### config.mk
export PLATFORM = sky130hd
export DESIGN_NAME = image_fetch_top
export DESIGN_NICKNAME = d
export VERILOG_FILES = /design/src/nabp_pkg.sv /design/src/image_fetch_top.sv /design/src/pixel_streamer.sv /design/src/image_addresser.sv /design/src/image_ram.sv /design/src/image_loader.sv
export VERILOG_INCLUDE_DIRS = /design/src
export SDC_FILE = /design/constraint.sdc
export NUM_CORES = 1
export LEC_CHECK = 0
export BUFFER_PORTS_ARGS = -buffer_cell sky130_fd_sc_hd__buf_2
export CELL_PAD_IN_SITES_DETAIL_PLACEMENT = 0
export CELL_PAD_IN_SITES_GLOBAL_PLACEMENT = 1
export CORE_MARGIN = 2
export CORE_UTILIZATION = 30
export CTS_CLUSTER_DIAMETER = 80
export DETAILED_ROUTE_END_ITERATION = 8
export PLACE_DENSITY_LB_ADDON = 0.3
export SKIP_CTS_REPAIR_TIMING = 1
export SLEW_MARGIN = 25
export SYNTH_ARGS = -nofsm -noshare
export SYNTH_HDL_FRONTEND = slang
export SYNTH_SLANG_ARGS = --single-unit
### constraint.sdc
create_clock -name clk -period 5.7 [get_ports clk]
set_input_delay 0.57 -clock clk [delete_from_list [all_inputs] [get_ports clk]]
set_output_delay 0.57 -clock clk [all_outputs]
set_load 0.01 [all_outputs]
### src/nabp_config.svh
`ifndef NABP_CONFIG_SVH
`define NABP_CONFIG_SVH

// square image, pixels per row and per column
`define NABP_IMAGE_SIZE 8
// pixels in the whole image
`define NABP_PIXELS (`NABP_IMAGE_SIZE * `NABP_IMAGE_SIZE)

// lines per partition and number of partitions
`define NABP_PART_SIZE 4
`define NABP_PARTITIONS 2

// bus and counter widths
`define NABP_ADDR_W 6
`define NABP_PIXEL_W 16
`define NABP_PART_W 1

// position along one line
`define NABP_SCAN_W 3
// line index inside a partition
`define NABP_LINE_W 2

`endif
### src/nabp_pkg.sv
`include "nabp_config.svh"

package nabp_pkg;

    // addresser fsm
    typedef enum logic [1:0] {
        ready_s        = 2'd0,
        delay_s        = 2'd1,
        addressing_x_s = 2'd2,
        addressing_y_s = 2'd3
    } addresser_state_e;

    // row scan or column scan
    typedef enum logic {
        scan_x = 1'b0,
        scan_y = 1'b1
    } scan_mode_e;

    typedef struct packed {
        logic [`NABP_PIXEL_W-1:0] data;
        logic [`NABP_ADDR_W-1:0]  addr;
    } pixel_write_t;

    // travels alongside the read address
    typedef struct packed {
        scan_mode_e mode;
        logic       line_end;
        logic       pass_end;
        logic       valid;
    } ram_read_t;

    typedef struct packed {
        logic [`NABP_PIXEL_W-1:0] data;
        scan_mode_e               mode;
        logic                     line_end;
        logic                     pass_end;
    } pixel_out_t;

endpackage

### src/image_fetch_top.sv
`timescale 1ns/1ps
`include "nabp_config.svh"

module image_fetch_top
(
    input  logic                     clk,
    input  logic                     reset_n,
    input  logic                     in_write,
    input  logic [`NABP_PIXEL_W-1:0] in_data,
    input  logic                     kick,
    input  logic                     enable,
    output logic                     image_loaded,
    output logic                     kick_ack,
    output logic                     out_valid,
    output nabp_pkg::pixel_out_t     out_pixel
);

    nabp_pkg::pixel_write_t   ram_write;
    logic                     ram_write_en;
    logic [`NABP_ADDR_W-1:0]  rd_addr;
    logic [`NABP_PIXEL_W-1:0] rd_data;
    nabp_pkg::ram_read_t      rd_tag;

    image_loader image_loader_i (
        .clk          (clk),
        .reset_n      (reset_n),
        .in_write     (in_write),
        .in_data      (in_data),
        .kick_ack     (kick_ack),
        .ram_write    (ram_write),
        .ram_write_en (ram_write_en),
        .image_loaded (image_loaded)
    );

    image_ram image_ram_i (
        .clk          (clk),
        .ram_write    (ram_write),
        .ram_write_en (ram_write_en),
        .rd_addr      (rd_addr),
        .rd_data      (rd_data)
    );

    image_addresser image_addresser_i (
        .clk          (clk),
        .reset_n      (reset_n),
        .kick         (kick),
        .image_loaded (image_loaded),
        .enable       (enable),
        .kick_ack     (kick_ack),
        .rd_addr      (rd_addr),
        .rd_tag       (rd_tag)
    );

    pixel_streamer pixel_streamer_i (
        .clk       (clk),
        .reset_n   (reset_n),
        .rd_data   (rd_data),
        .rd_tag    (rd_tag),
        .out_valid (out_valid),
        .out_pixel (out_pixel)
    );

endmodule

### src/pixel_streamer.sv
`timescale 1ns/1ps
`include "nabp_config.svh"

module pixel_streamer
(
    input  logic                     clk,
    input  logic                     reset_n,
    input  logic [`NABP_PIXEL_W-1:0] rd_data,
    input  nabp_pkg::ram_read_t      rd_tag,
    output logic                     out_valid,
    output nabp_pkg::pixel_out_t     out_pixel
);

    nabp_pkg::ram_read_t tag_q;

    // tag waits out the ram read latency
    always_ff @(posedge clk)
    begin
        if (reset_n)
            tag_q <= '0;
        else
            tag_q <= rd_tag;
    end

    always_ff @(posedge clk)
    begin
        if (reset_n)
            out_valid <= 1'b0;
        else
            out_valid <= tag_q.valid;
    end

    // output holds the last pixel between beats
    always_ff @(posedge clk)
    begin
        if (tag_q.valid)
        begin
            out_pixel <= '{
                data:     rd_data,
                mode:     tag_q.mode,
                line_end: tag_q.line_end,
                pass_end: tag_q.pass_end
            };
        end
    end

endmodule

### src/image_addresser.sv
`timescale 1ns/1ps
`include "nabp_config.svh"

module image_addresser
(
    input  logic                    clk,
    input  logic                    reset_n,
    input  logic                    kick,
    input  logic                    image_loaded,
    input  logic                    enable,
    output logic                    kick_ack,
    output logic [`NABP_ADDR_W-1:0] rd_addr,
    output nabp_pkg::ram_read_t     rd_tag
);

    localparam logic [`NABP_PART_W-1:0] last_part = `NABP_PART_W'(`NABP_PARTITIONS - 1);
    localparam logic [`NABP_SCAN_W-1:0] last_scan = `NABP_SCAN_W'(`NABP_IMAGE_SIZE - 1);
    localparam logic [`NABP_LINE_W-1:0] last_line = `NABP_LINE_W'(`NABP_PART_SIZE - 1);
    localparam logic [`NABP_ADDR_W-1:0] row_step = `NABP_ADDR_W'(`NABP_IMAGE_SIZE);
    localparam logic [`NABP_ADDR_W-1:0] band_step =
        `NABP_ADDR_W'(`NABP_PART_SIZE * `NABP_IMAGE_SIZE);
    localparam logic [`NABP_ADDR_W-1:0] strip_step = `NABP_ADDR_W'(`NABP_PART_SIZE);

    nabp_pkg::addresser_state_e state;
    nabp_pkg::addresser_state_e next_state;
    nabp_pkg::scan_mode_e       scan_mode;

    logic [`NABP_PART_W-1:0] pe_pos;
    logic [`NABP_SCAN_W-1:0] scan_pos;
    logic [`NABP_LINE_W-1:0] line_pos;
    logic [`NABP_ADDR_W-1:0] base_addr;
    logic [`NABP_ADDR_W-1:0] off_x;
    logic [`NABP_ADDR_W-1:0] off_y;

    logic addressing;
    logic pe_done;
    logic scan_done;
    logic line_done;
    logic delay_done;
    logic part_done;

    assign addressing = (state == nabp_pkg::addressing_x_s) ||
                        (state == nabp_pkg::addressing_y_s);
    assign scan_mode = (state == nabp_pkg::addressing_y_s) ? nabp_pkg::scan_y : nabp_pkg::scan_x;

    assign pe_done   = (pe_pos == last_part);
    assign scan_done = (scan_pos == last_scan);
    assign line_done = (line_pos == last_line);
    // last pixel of the current scan direction
    assign part_done = scan_done && line_done;

    // pe_pos doubles as the delay counter
    assign delay_done = (state == nabp_pkg::delay_s) && pe_done;
    assign kick_ack   = delay_done;

    assign rd_addr = base_addr + ((scan_mode == nabp_pkg::scan_x) ? off_x : off_y);

    assign rd_tag = '{
        mode:     scan_mode,
        line_end: addressing && scan_done,
        pass_end: (state == nabp_pkg::addressing_y_s) && part_done && pe_done,
        valid:    addressing && enable
    };

    // band base steps by one pixel, strip base steps down a column
    always_ff @(posedge clk)
    begin
        if (reset_n)
            base_addr <= '0;
        else if (!addressing)
            base_addr <= '0;
        else if (enable)
        begin
            if (part_done)
                base_addr <= '0;
            else if (state == nabp_pkg::addressing_x_s)
                base_addr <= base_addr + `NABP_ADDR_W'(1);
            else if (scan_done)
                base_addr <= `NABP_ADDR_W'(line_pos) + `NABP_ADDR_W'(1);
            else
                base_addr <= base_addr + row_step;
        end
    end

    always_ff @(posedge clk)
    begin
        if (reset_n || (state == nabp_pkg::ready_s))
        begin
            pe_pos   <= '0;
            scan_pos <= '0;
            line_pos <= '0;
            off_x    <= '0;
            off_y    <= '0;
        end
        else if (state == nabp_pkg::delay_s)
        begin
            pe_pos <= delay_done ? '0 : pe_pos + `NABP_PART_W'(1);
        end
        else if (enable)
        begin
            scan_pos <= scan_done ? '0 : scan_pos + `NABP_SCAN_W'(1);
            if (scan_done)
                line_pos <= line_done ? '0 : line_pos + `NABP_LINE_W'(1);
            // both scans of a partition done, move to the next band and strip
            if (part_done && (state == nabp_pkg::addressing_y_s))
            begin
                pe_pos <= pe_pos + `NABP_PART_W'(1);
                off_x  <= off_x + band_step;
                off_y  <= off_y + strip_step;
            end
        end
    end

    always_comb
    begin
        next_state = state;
        case (state)
            nabp_pkg::ready_s:
                if (kick && image_loaded)
                    next_state = nabp_pkg::delay_s;
            nabp_pkg::delay_s:
                if (delay_done)
                    next_state = nabp_pkg::addressing_x_s;
            nabp_pkg::addressing_x_s:
                if (enable && part_done)
                    next_state = nabp_pkg::addressing_y_s;
            nabp_pkg::addressing_y_s:
                if (enable && part_done)
                    next_state = pe_done ? nabp_pkg::ready_s : nabp_pkg::addressing_x_s;
            default:
                next_state = nabp_pkg::ready_s;
        endcase
    end

    always_ff @(posedge clk)
    begin
        if (reset_n)
            state <= nabp_pkg::ready_s;
        else
            state <= next_state;
    end

endmodule

### src/image_ram.sv
`timescale 1ns/1ps
`include "nabp_config.svh"

module image_ram
(
    input  logic                     clk,
    input  nabp_pkg::pixel_write_t   ram_write,
    input  logic                     ram_write_en,
    input  logic [`NABP_ADDR_W-1:0]  rd_addr,
    output logic [`NABP_PIXEL_W-1:0] rd_data
);

    logic [`NABP_PIXEL_W-1:0] mem [0:`NABP_PIXELS-1];

    always_ff @(posedge clk)
    begin
        if (ram_write_en)
            mem[ram_write.addr] <= ram_write.data;
    end

    // read every cycle, data one cycle after the address
    always_ff @(posedge clk)
    begin
        rd_data <= mem[rd_addr];
    end

endmodule

### src/image_loader.sv
`timescale 1ns/1ps
`include "nabp_config.svh"

module image_loader
(
    input  logic                     clk,
    input  logic                     reset_n,
    input  logic                     in_write,
    input  logic [`NABP_PIXEL_W-1:0] in_data,
    input  logic                     kick_ack,
    output nabp_pkg::pixel_write_t   ram_write,
    output logic                     ram_write_en,
    output logic                     image_loaded
);

    localparam logic [`NABP_ADDR_W-1:0] last_addr = `NABP_ADDR_W'(`NABP_PIXELS - 1);

    logic [`NABP_ADDR_W-1:0] wr_addr;
    logic                    accept;

    // a full image blocks further writes until the pass has been kicked
    assign accept = in_write && !image_loaded;

    assign ram_write_en = accept;
    assign ram_write = '{data: in_data, addr: wr_addr};

    always_ff @(posedge clk)
    begin
        if (reset_n)
        begin
            wr_addr      <= '0;
            image_loaded <= 1'b0;
        end
        else if (kick_ack)
        begin
            wr_addr      <= '0;
            image_loaded <= 1'b0;
        end
        else if (accept)
        begin
            // raster order, wraps to zero on the last pixel
            wr_addr <= wr_addr + `NABP_ADDR_W'(1);
            if (wr_addr == last_addr)
                image_loaded <= 1'b1;
        end
    end

endmodule

Yosys cells after proc, flatten, opt, wreduce, memory -nomap -nowiden
Memory sizes are Yosys's and may differ from the RTL's. A register that Yosys moved wholly into a read port is not among the register bits.
Index checks and enable logic that the tools add are counted.

word-level totals
  flip-flop bits (word level) = 57
  bits in writable memories = 1,024
  input port bits = 21
  output and inout bits = 22
  word-level logic and storage cells = 83
  memories = 1

cells by class
  $add $sub $neg = 10
  eq/ne operators = 10
  mux-type cells = 19
  bitwise logic cells = 2
  reductions and logical operators = 23

memory list
  name             words  width  rd ports  clocked after Yosys merged registers in  wr ports  RTL line         RTL
  image_ram_i.mem  64     16     1         1                                        1         image_ram.sv:13  logic [`NABP_PIXEL_W-1:0] mem [0:`NABP_PIXELS-1];

operator list
  kind                                                              count
  6-bit two-way mux                                                 4
  6-bit by 1-bit adder with 6-bit output (second input constant)    2
  2-bit two-way mux                                                 6
  1-bit logical AND                                                 9
  2-bit case mux with 4 select lines                                1
  1-bit two-way mux                                                 7
  6-bit by 3-bit adder with 6-bit output (second input constant)    1
  6-bit by 4-bit adder with 6-bit output (second input constant)    1
  6-bit adder                                                       1
  6-bit adder (second input constant)                               1
  2-bit == test (second input constant)                             3
  6-bit == test (second input constant)                             1
  2-bit != test (second input constant)                             3
  2-bit AND reduction                                               3
  3-bit AND reduction                                               2
  4-bit AND reduction                                               1
  2-bit nonzero test                                                2
  2-bit OR reduction                                                2
  2-bit by 1-bit adder with 3-bit output (second input constant)    1
  3-bit by 1-bit adder with 3-bit output (second input constant)    1
  3-bit == test (second input constant)                             1
  3-bit two-way mux                                                 1
  2-bit by 1-bit adder with 2-bit output (second input constant)    1
  2-bit by 1-bit == test with 1-bit output (second input constant)  1
  other kinds (6)                                                   8

Depth between registers and ports, before layout
  depth after elaboration = 6
  depth in mapped cells = 11
  depth with buffers taken out = 8

Cells and area by module
Synthesis repeated with hierarchy kept, for this count alone.

second synthesis, totals
  cells, all modules = 2,049
  area total of the unflattened synthesis = 42,449.5 um^2

modules (own cells, without submodules)
  module           times used  cells each  area each (um^2)  seq. area each (um^2)
  image_ram        1           1,829       40,042.2          31,069.8
  image_addresser  1           140         1,270.0           380.4
  pixel_streamer   1           29          701.9             670.6
  image_loader     1           51          435.4             140.1

Worst setup path after synthesis
Ideal clock, no wire load.

  kind = input to register
  start point = input in_write
  end point = memory image_ram_i.mem[40][0] (netlist name), enable pin
  library setup time = 0.430 ns
  arrival = 2.624 ns
  required time = 5.270 ns
  path slack = 2.646 ns
  stages on the path = 3
  buffers on the path = 0
  cell sequence = nor2b_1 -> nand4b_1 -> nor4_1

on the way
  longest elaborated chain between the ends = 3

RTL lines
  what                                     RTL line              RTL
  from (decl)                              image_fetch_top.sv:8  input logic in_write,
  1-bit logical AND                        image_loader.sv:22    assign accept = in_write && !image_loaded;
  1-bit two-way mux                        image_ram.sv:17       if (ram_write_en)
  1-bit two-way mux (not written as such)  image_ram.sv:18       mem[ram_write.addr] <= ram_write.data;
  to (decl)                                image_ram.sv:13

Every way passes these cells.

Final worst setup path
  start point = register image_addresser_i.state[1]
  end point = register image_ram_i.rd_data[1], read port of image_ram_i.mem

on the way
  longest elaborated chain between the ends = 4

RTL lines
  what                    RTL line                RTL
  from (decl)             image_addresser.sv:24   nabp_pkg::addresser_state_e state;
  from (signal assigned)  image_addresser.sv:138  state <= nabp_pkg::ready_s;
  from (signal assigned)  image_addresser.sv:140  state <= next_state;
  2-bit == test           image_addresser.sv:44   assign scan_mode = (state == nabp_pkg::addressing_y_s) ? nabp_pkg::scan_y : nabp_pkg::scan_x;
  1-bit two-way mux       image_addresser.sv:44
  6-bit two-way mux       image_addresser.sv:56   assign rd_addr = base_addr + ((scan_mode == nabp_pkg::scan_x) ? off_x : off_y);
  6-bit adder             image_addresser.sv:56
  to (decl)               image_ram.sv:10         output logic [`NABP_PIXEL_W-1:0] rd_data

Every way passes these cells.
A chain may end at the register's enable or synchronous reset.

==> flow_summary.json <==
{
  "clockRootBuffer": "clkbuf_16",
  "min-delay-path-class": "in -> reg",
  "setup_viol": 0,
  "drc": 0,
  "insertion_delay_ns": 0.69,
  "finalPower_uw": 16480,
  "pre_cts_ws_ns": 1.781,
  "synth.cell_area_mm2": 0.04154,
  "grt_max_degree": 82,
  "layout.nets": 2117,
  "rsz0062_at_grt": "no",
  "fmax_mhz": 251.3,
  "die_area_mm2": 0.1415,
  "crit_required_ns": 6.25,
  "crit_path_end_kind": "register",
  "gp_routability_congestion": 0.8383,
  "syn_to_final_growth_pct": 15.62,
  "synthFlopType": "edfxtp_1",
  "final_layout_size_suffix_gt1_frac": 0.2727,
  "postLayoutCoreUtil": 0.3493,
  "cts_max_level": 3,
  "vias": 20180,
  "ios": 43,
  "final_common_cell": "edfxtp_1",
  "syn_nets": 1965,
  "synth_warnings": 0,
  "tightest_slew_ns": 0.9712,
  "ys_seq_area_frac": 0.7767,
  "place_hpwl_um": 65660,
  "die_h_um": 376.1,
  "start_util": 0.3021,
  "synth_edf_count": 1043,
  "via_per_inst": 5.074,
  "ys_types": 57,
  "crit_slowest_cell": "o22ai_1",
  "postRouteAntennaNets": 0,
  "worstSetupStartpointType": "register",
  "irDropWorstVdd_mv": 0.2461,
  "crit_path_max_fanout": 21,
  "syn_area_per_cell_um2": 21.49,
  "antenna_found_initial": 3,
  "core_area_mm2": 0.1375,
  "fill_cells": 12720,
  "grt_pass1_vias": 19960,
  "drtPass1Iterations": 5,
  "wl_per_cell_um": 27.12,
  "final_cell_mix": "edfxtp_1, mux4_2, clkbuf_16",
  "crit_arrival_ns": 4.53,
  "power_leakage_uw": 0.01449,
  "grt_pass1_wl_um": 153200,
  "clock-skew-final_ns": 0.02965,
  "status": "completed",
  "clk_pin_slew_ns": 0.06,
  "crit_chain": "and3_1, ha_4, fa_1, xor2_4, nand3_1, o22ai_1, o41a_1, a31oi_1",
  "slew_headroom": 0.3504,
  "routed_wl_um": 107900,
  "first_iter_violations": 2264,
  "final_hold_viol_count": 0,
  "cts_buffer_depth": 3,
  "clock_sinks": 1090,
  "portBuffers": 42,
  "overflow": 0,
  "setup_slack_ns": 1.720,
  "numCtsBuffers": 112,
  "ys_ff_latch": 1090,
  "die_w_um": 376.1,
  "slowest_delay_ns": 0.66,
  "grt_usage": 0.1514,
  "fin_crit_sh": 0.6982,
  "synth-async-reset-ratio": 0,
  "row_count": 136,
  "syn_inst": 1933,
  "maxCapViolations": 0,
  "cts_tree": "yes",
  "worstSetupPathType": "reg -> reg",
  "period_needed_ns": 3.980,
  "p_per_area_mw_per_mm2": 343.1,
  "setup-tns-final_ns": 0,
  "slew_violations": 0,
  "r2r_setup_slack_ns": 1.72
}
## logic make-up after synthesis
group,count (synthesis),share of synthesized area
buffers and inverters,114,0.01633
DFF,1090,0.7767
adders and majority gates,11,0.003494
and+or+nand+nor,247,0.02681
xor gates and xnor gates,13,0.003072
AOI/OAI and AO/OA,190,0.03193
muxes,268,0.1417
## flip-flops by register name, summed over array words and instances, names as in the netlist, 3 cells and up
| signal | count |
|---|---|
| image_ram_i.mem | 1024 |
| image_loader_i.wr_addr | 6 |
| image_addresser_i.base_addr | 6 |
| pixel_streamer_i.tag_q | 4 |
| image_ram_i.rd_data | 16 |
| pixel_streamer_i.out_pixel | 19 |
| image_addresser_i.off_y | 4 |
| image_addresser_i.scan_pos | 3 |
## final timing paths
kind,start,end,cells after the start
worst min-delay path,reset_n,image_addresser_i.pe_done,2
worst max register to register,image_addresser_i.state[1],image_ram_i.rd_data[1],8
worst max-delay path,image_addresser_i.state[1],image_ram_i.rd_data[1],8
worst min register to register,pixel_streamer_i.tag_q[2],pixel_streamer_i.out_pixel[1],0
## where the power goes
group          switching [uW]  internal (uW)  leakage [uW]
registers                25.6           8800       0.00976
clock network            3030           4370       0.00181
logic                     204           46.4       0.00291
total                    3260          13200        0.0145
## cell type report
type                    count  area [um2]  area share
diodes                      2       5.005   0.0001042
clock buffers             137        3002     0.06250
clock inverters            74       734.5     0.01529
inverters                   9       33.78   0.0007034
multi-input cells         729        8720      0.1816
flip-flops and latches   1090       32270      0.6719
well taps                1794        2245     0.04674
repair buffers            143        1018     0.02121
## metal layers
| metal | routed length [um] | up-vias | part of all wire | GRT usage |
|---|---|---|---|---|
| met5 | 0 | - | 0 | 0 |
| met2 | 47800 | 629 | 0.44 | 0.2231 |
| met1 | 51060 | 10970 | 0.47 | 0.2340 |
| li1 | - | 8432 | - | - |
| met4 | 2320 | 0 | 0.022 | 0.03653 |
| met3 | 6707 | 150 | 0.062 | 0.02332 |
## stage by stage
stage                     cells  instance area [um2]  hold slack (ns)
after detailed placement   3765                44280           0.3887
final                      3978                48030           0.1333
after CTS                  3976                48010          0.07379
after global routing       3976                48020           0.1193
after floorplan            1933                41540           0.3855
after global placement     3765                44280           0.3909
## worst max-delay path, delay by kind of cell, from the launching register on
kind	cells	cell delay (ns)
AO/OA/AOI/OAI	3	1.13
AND/OR/NAND/NOR	2	0.88
flip-flops	1	0.45
adder cells (fa/ha/maj)	2	0.72
XOR/XNOR	1	0.65
## synth_stat cells (all sizes together), types with 6 or more instances
master / instances / area, um2
mux4: 256 / 5766
a221oi: 20 / 187.7
a22oi: 10 / 75.07
a31oi: 10 / 62.56
buf: 71 / 516.7
or3: 8 / 50.05
a21oi: 34 / 170.2
a211oi: 8 / 60.06
xnor2: 7 / 61.31
clkbuf: 34 / 127.6
ha: 10 / 125.1
nor3: 21 / 105.1
nor2: 87 / 326.6
inv: 8 / 30.03
edfxtp: 1043 / 31320
o21ai: 12 / 60.05
nand3: 17 / 90.09
o22ai: 60 / 375.4
or2: 6 / 37.54
nand2: 77 / 289.0
mux2i: 12 / 120.1
dfxtp: 47 / 940.9
o41a: 11 / 123.9
Power figures use the tool's default switching activity.
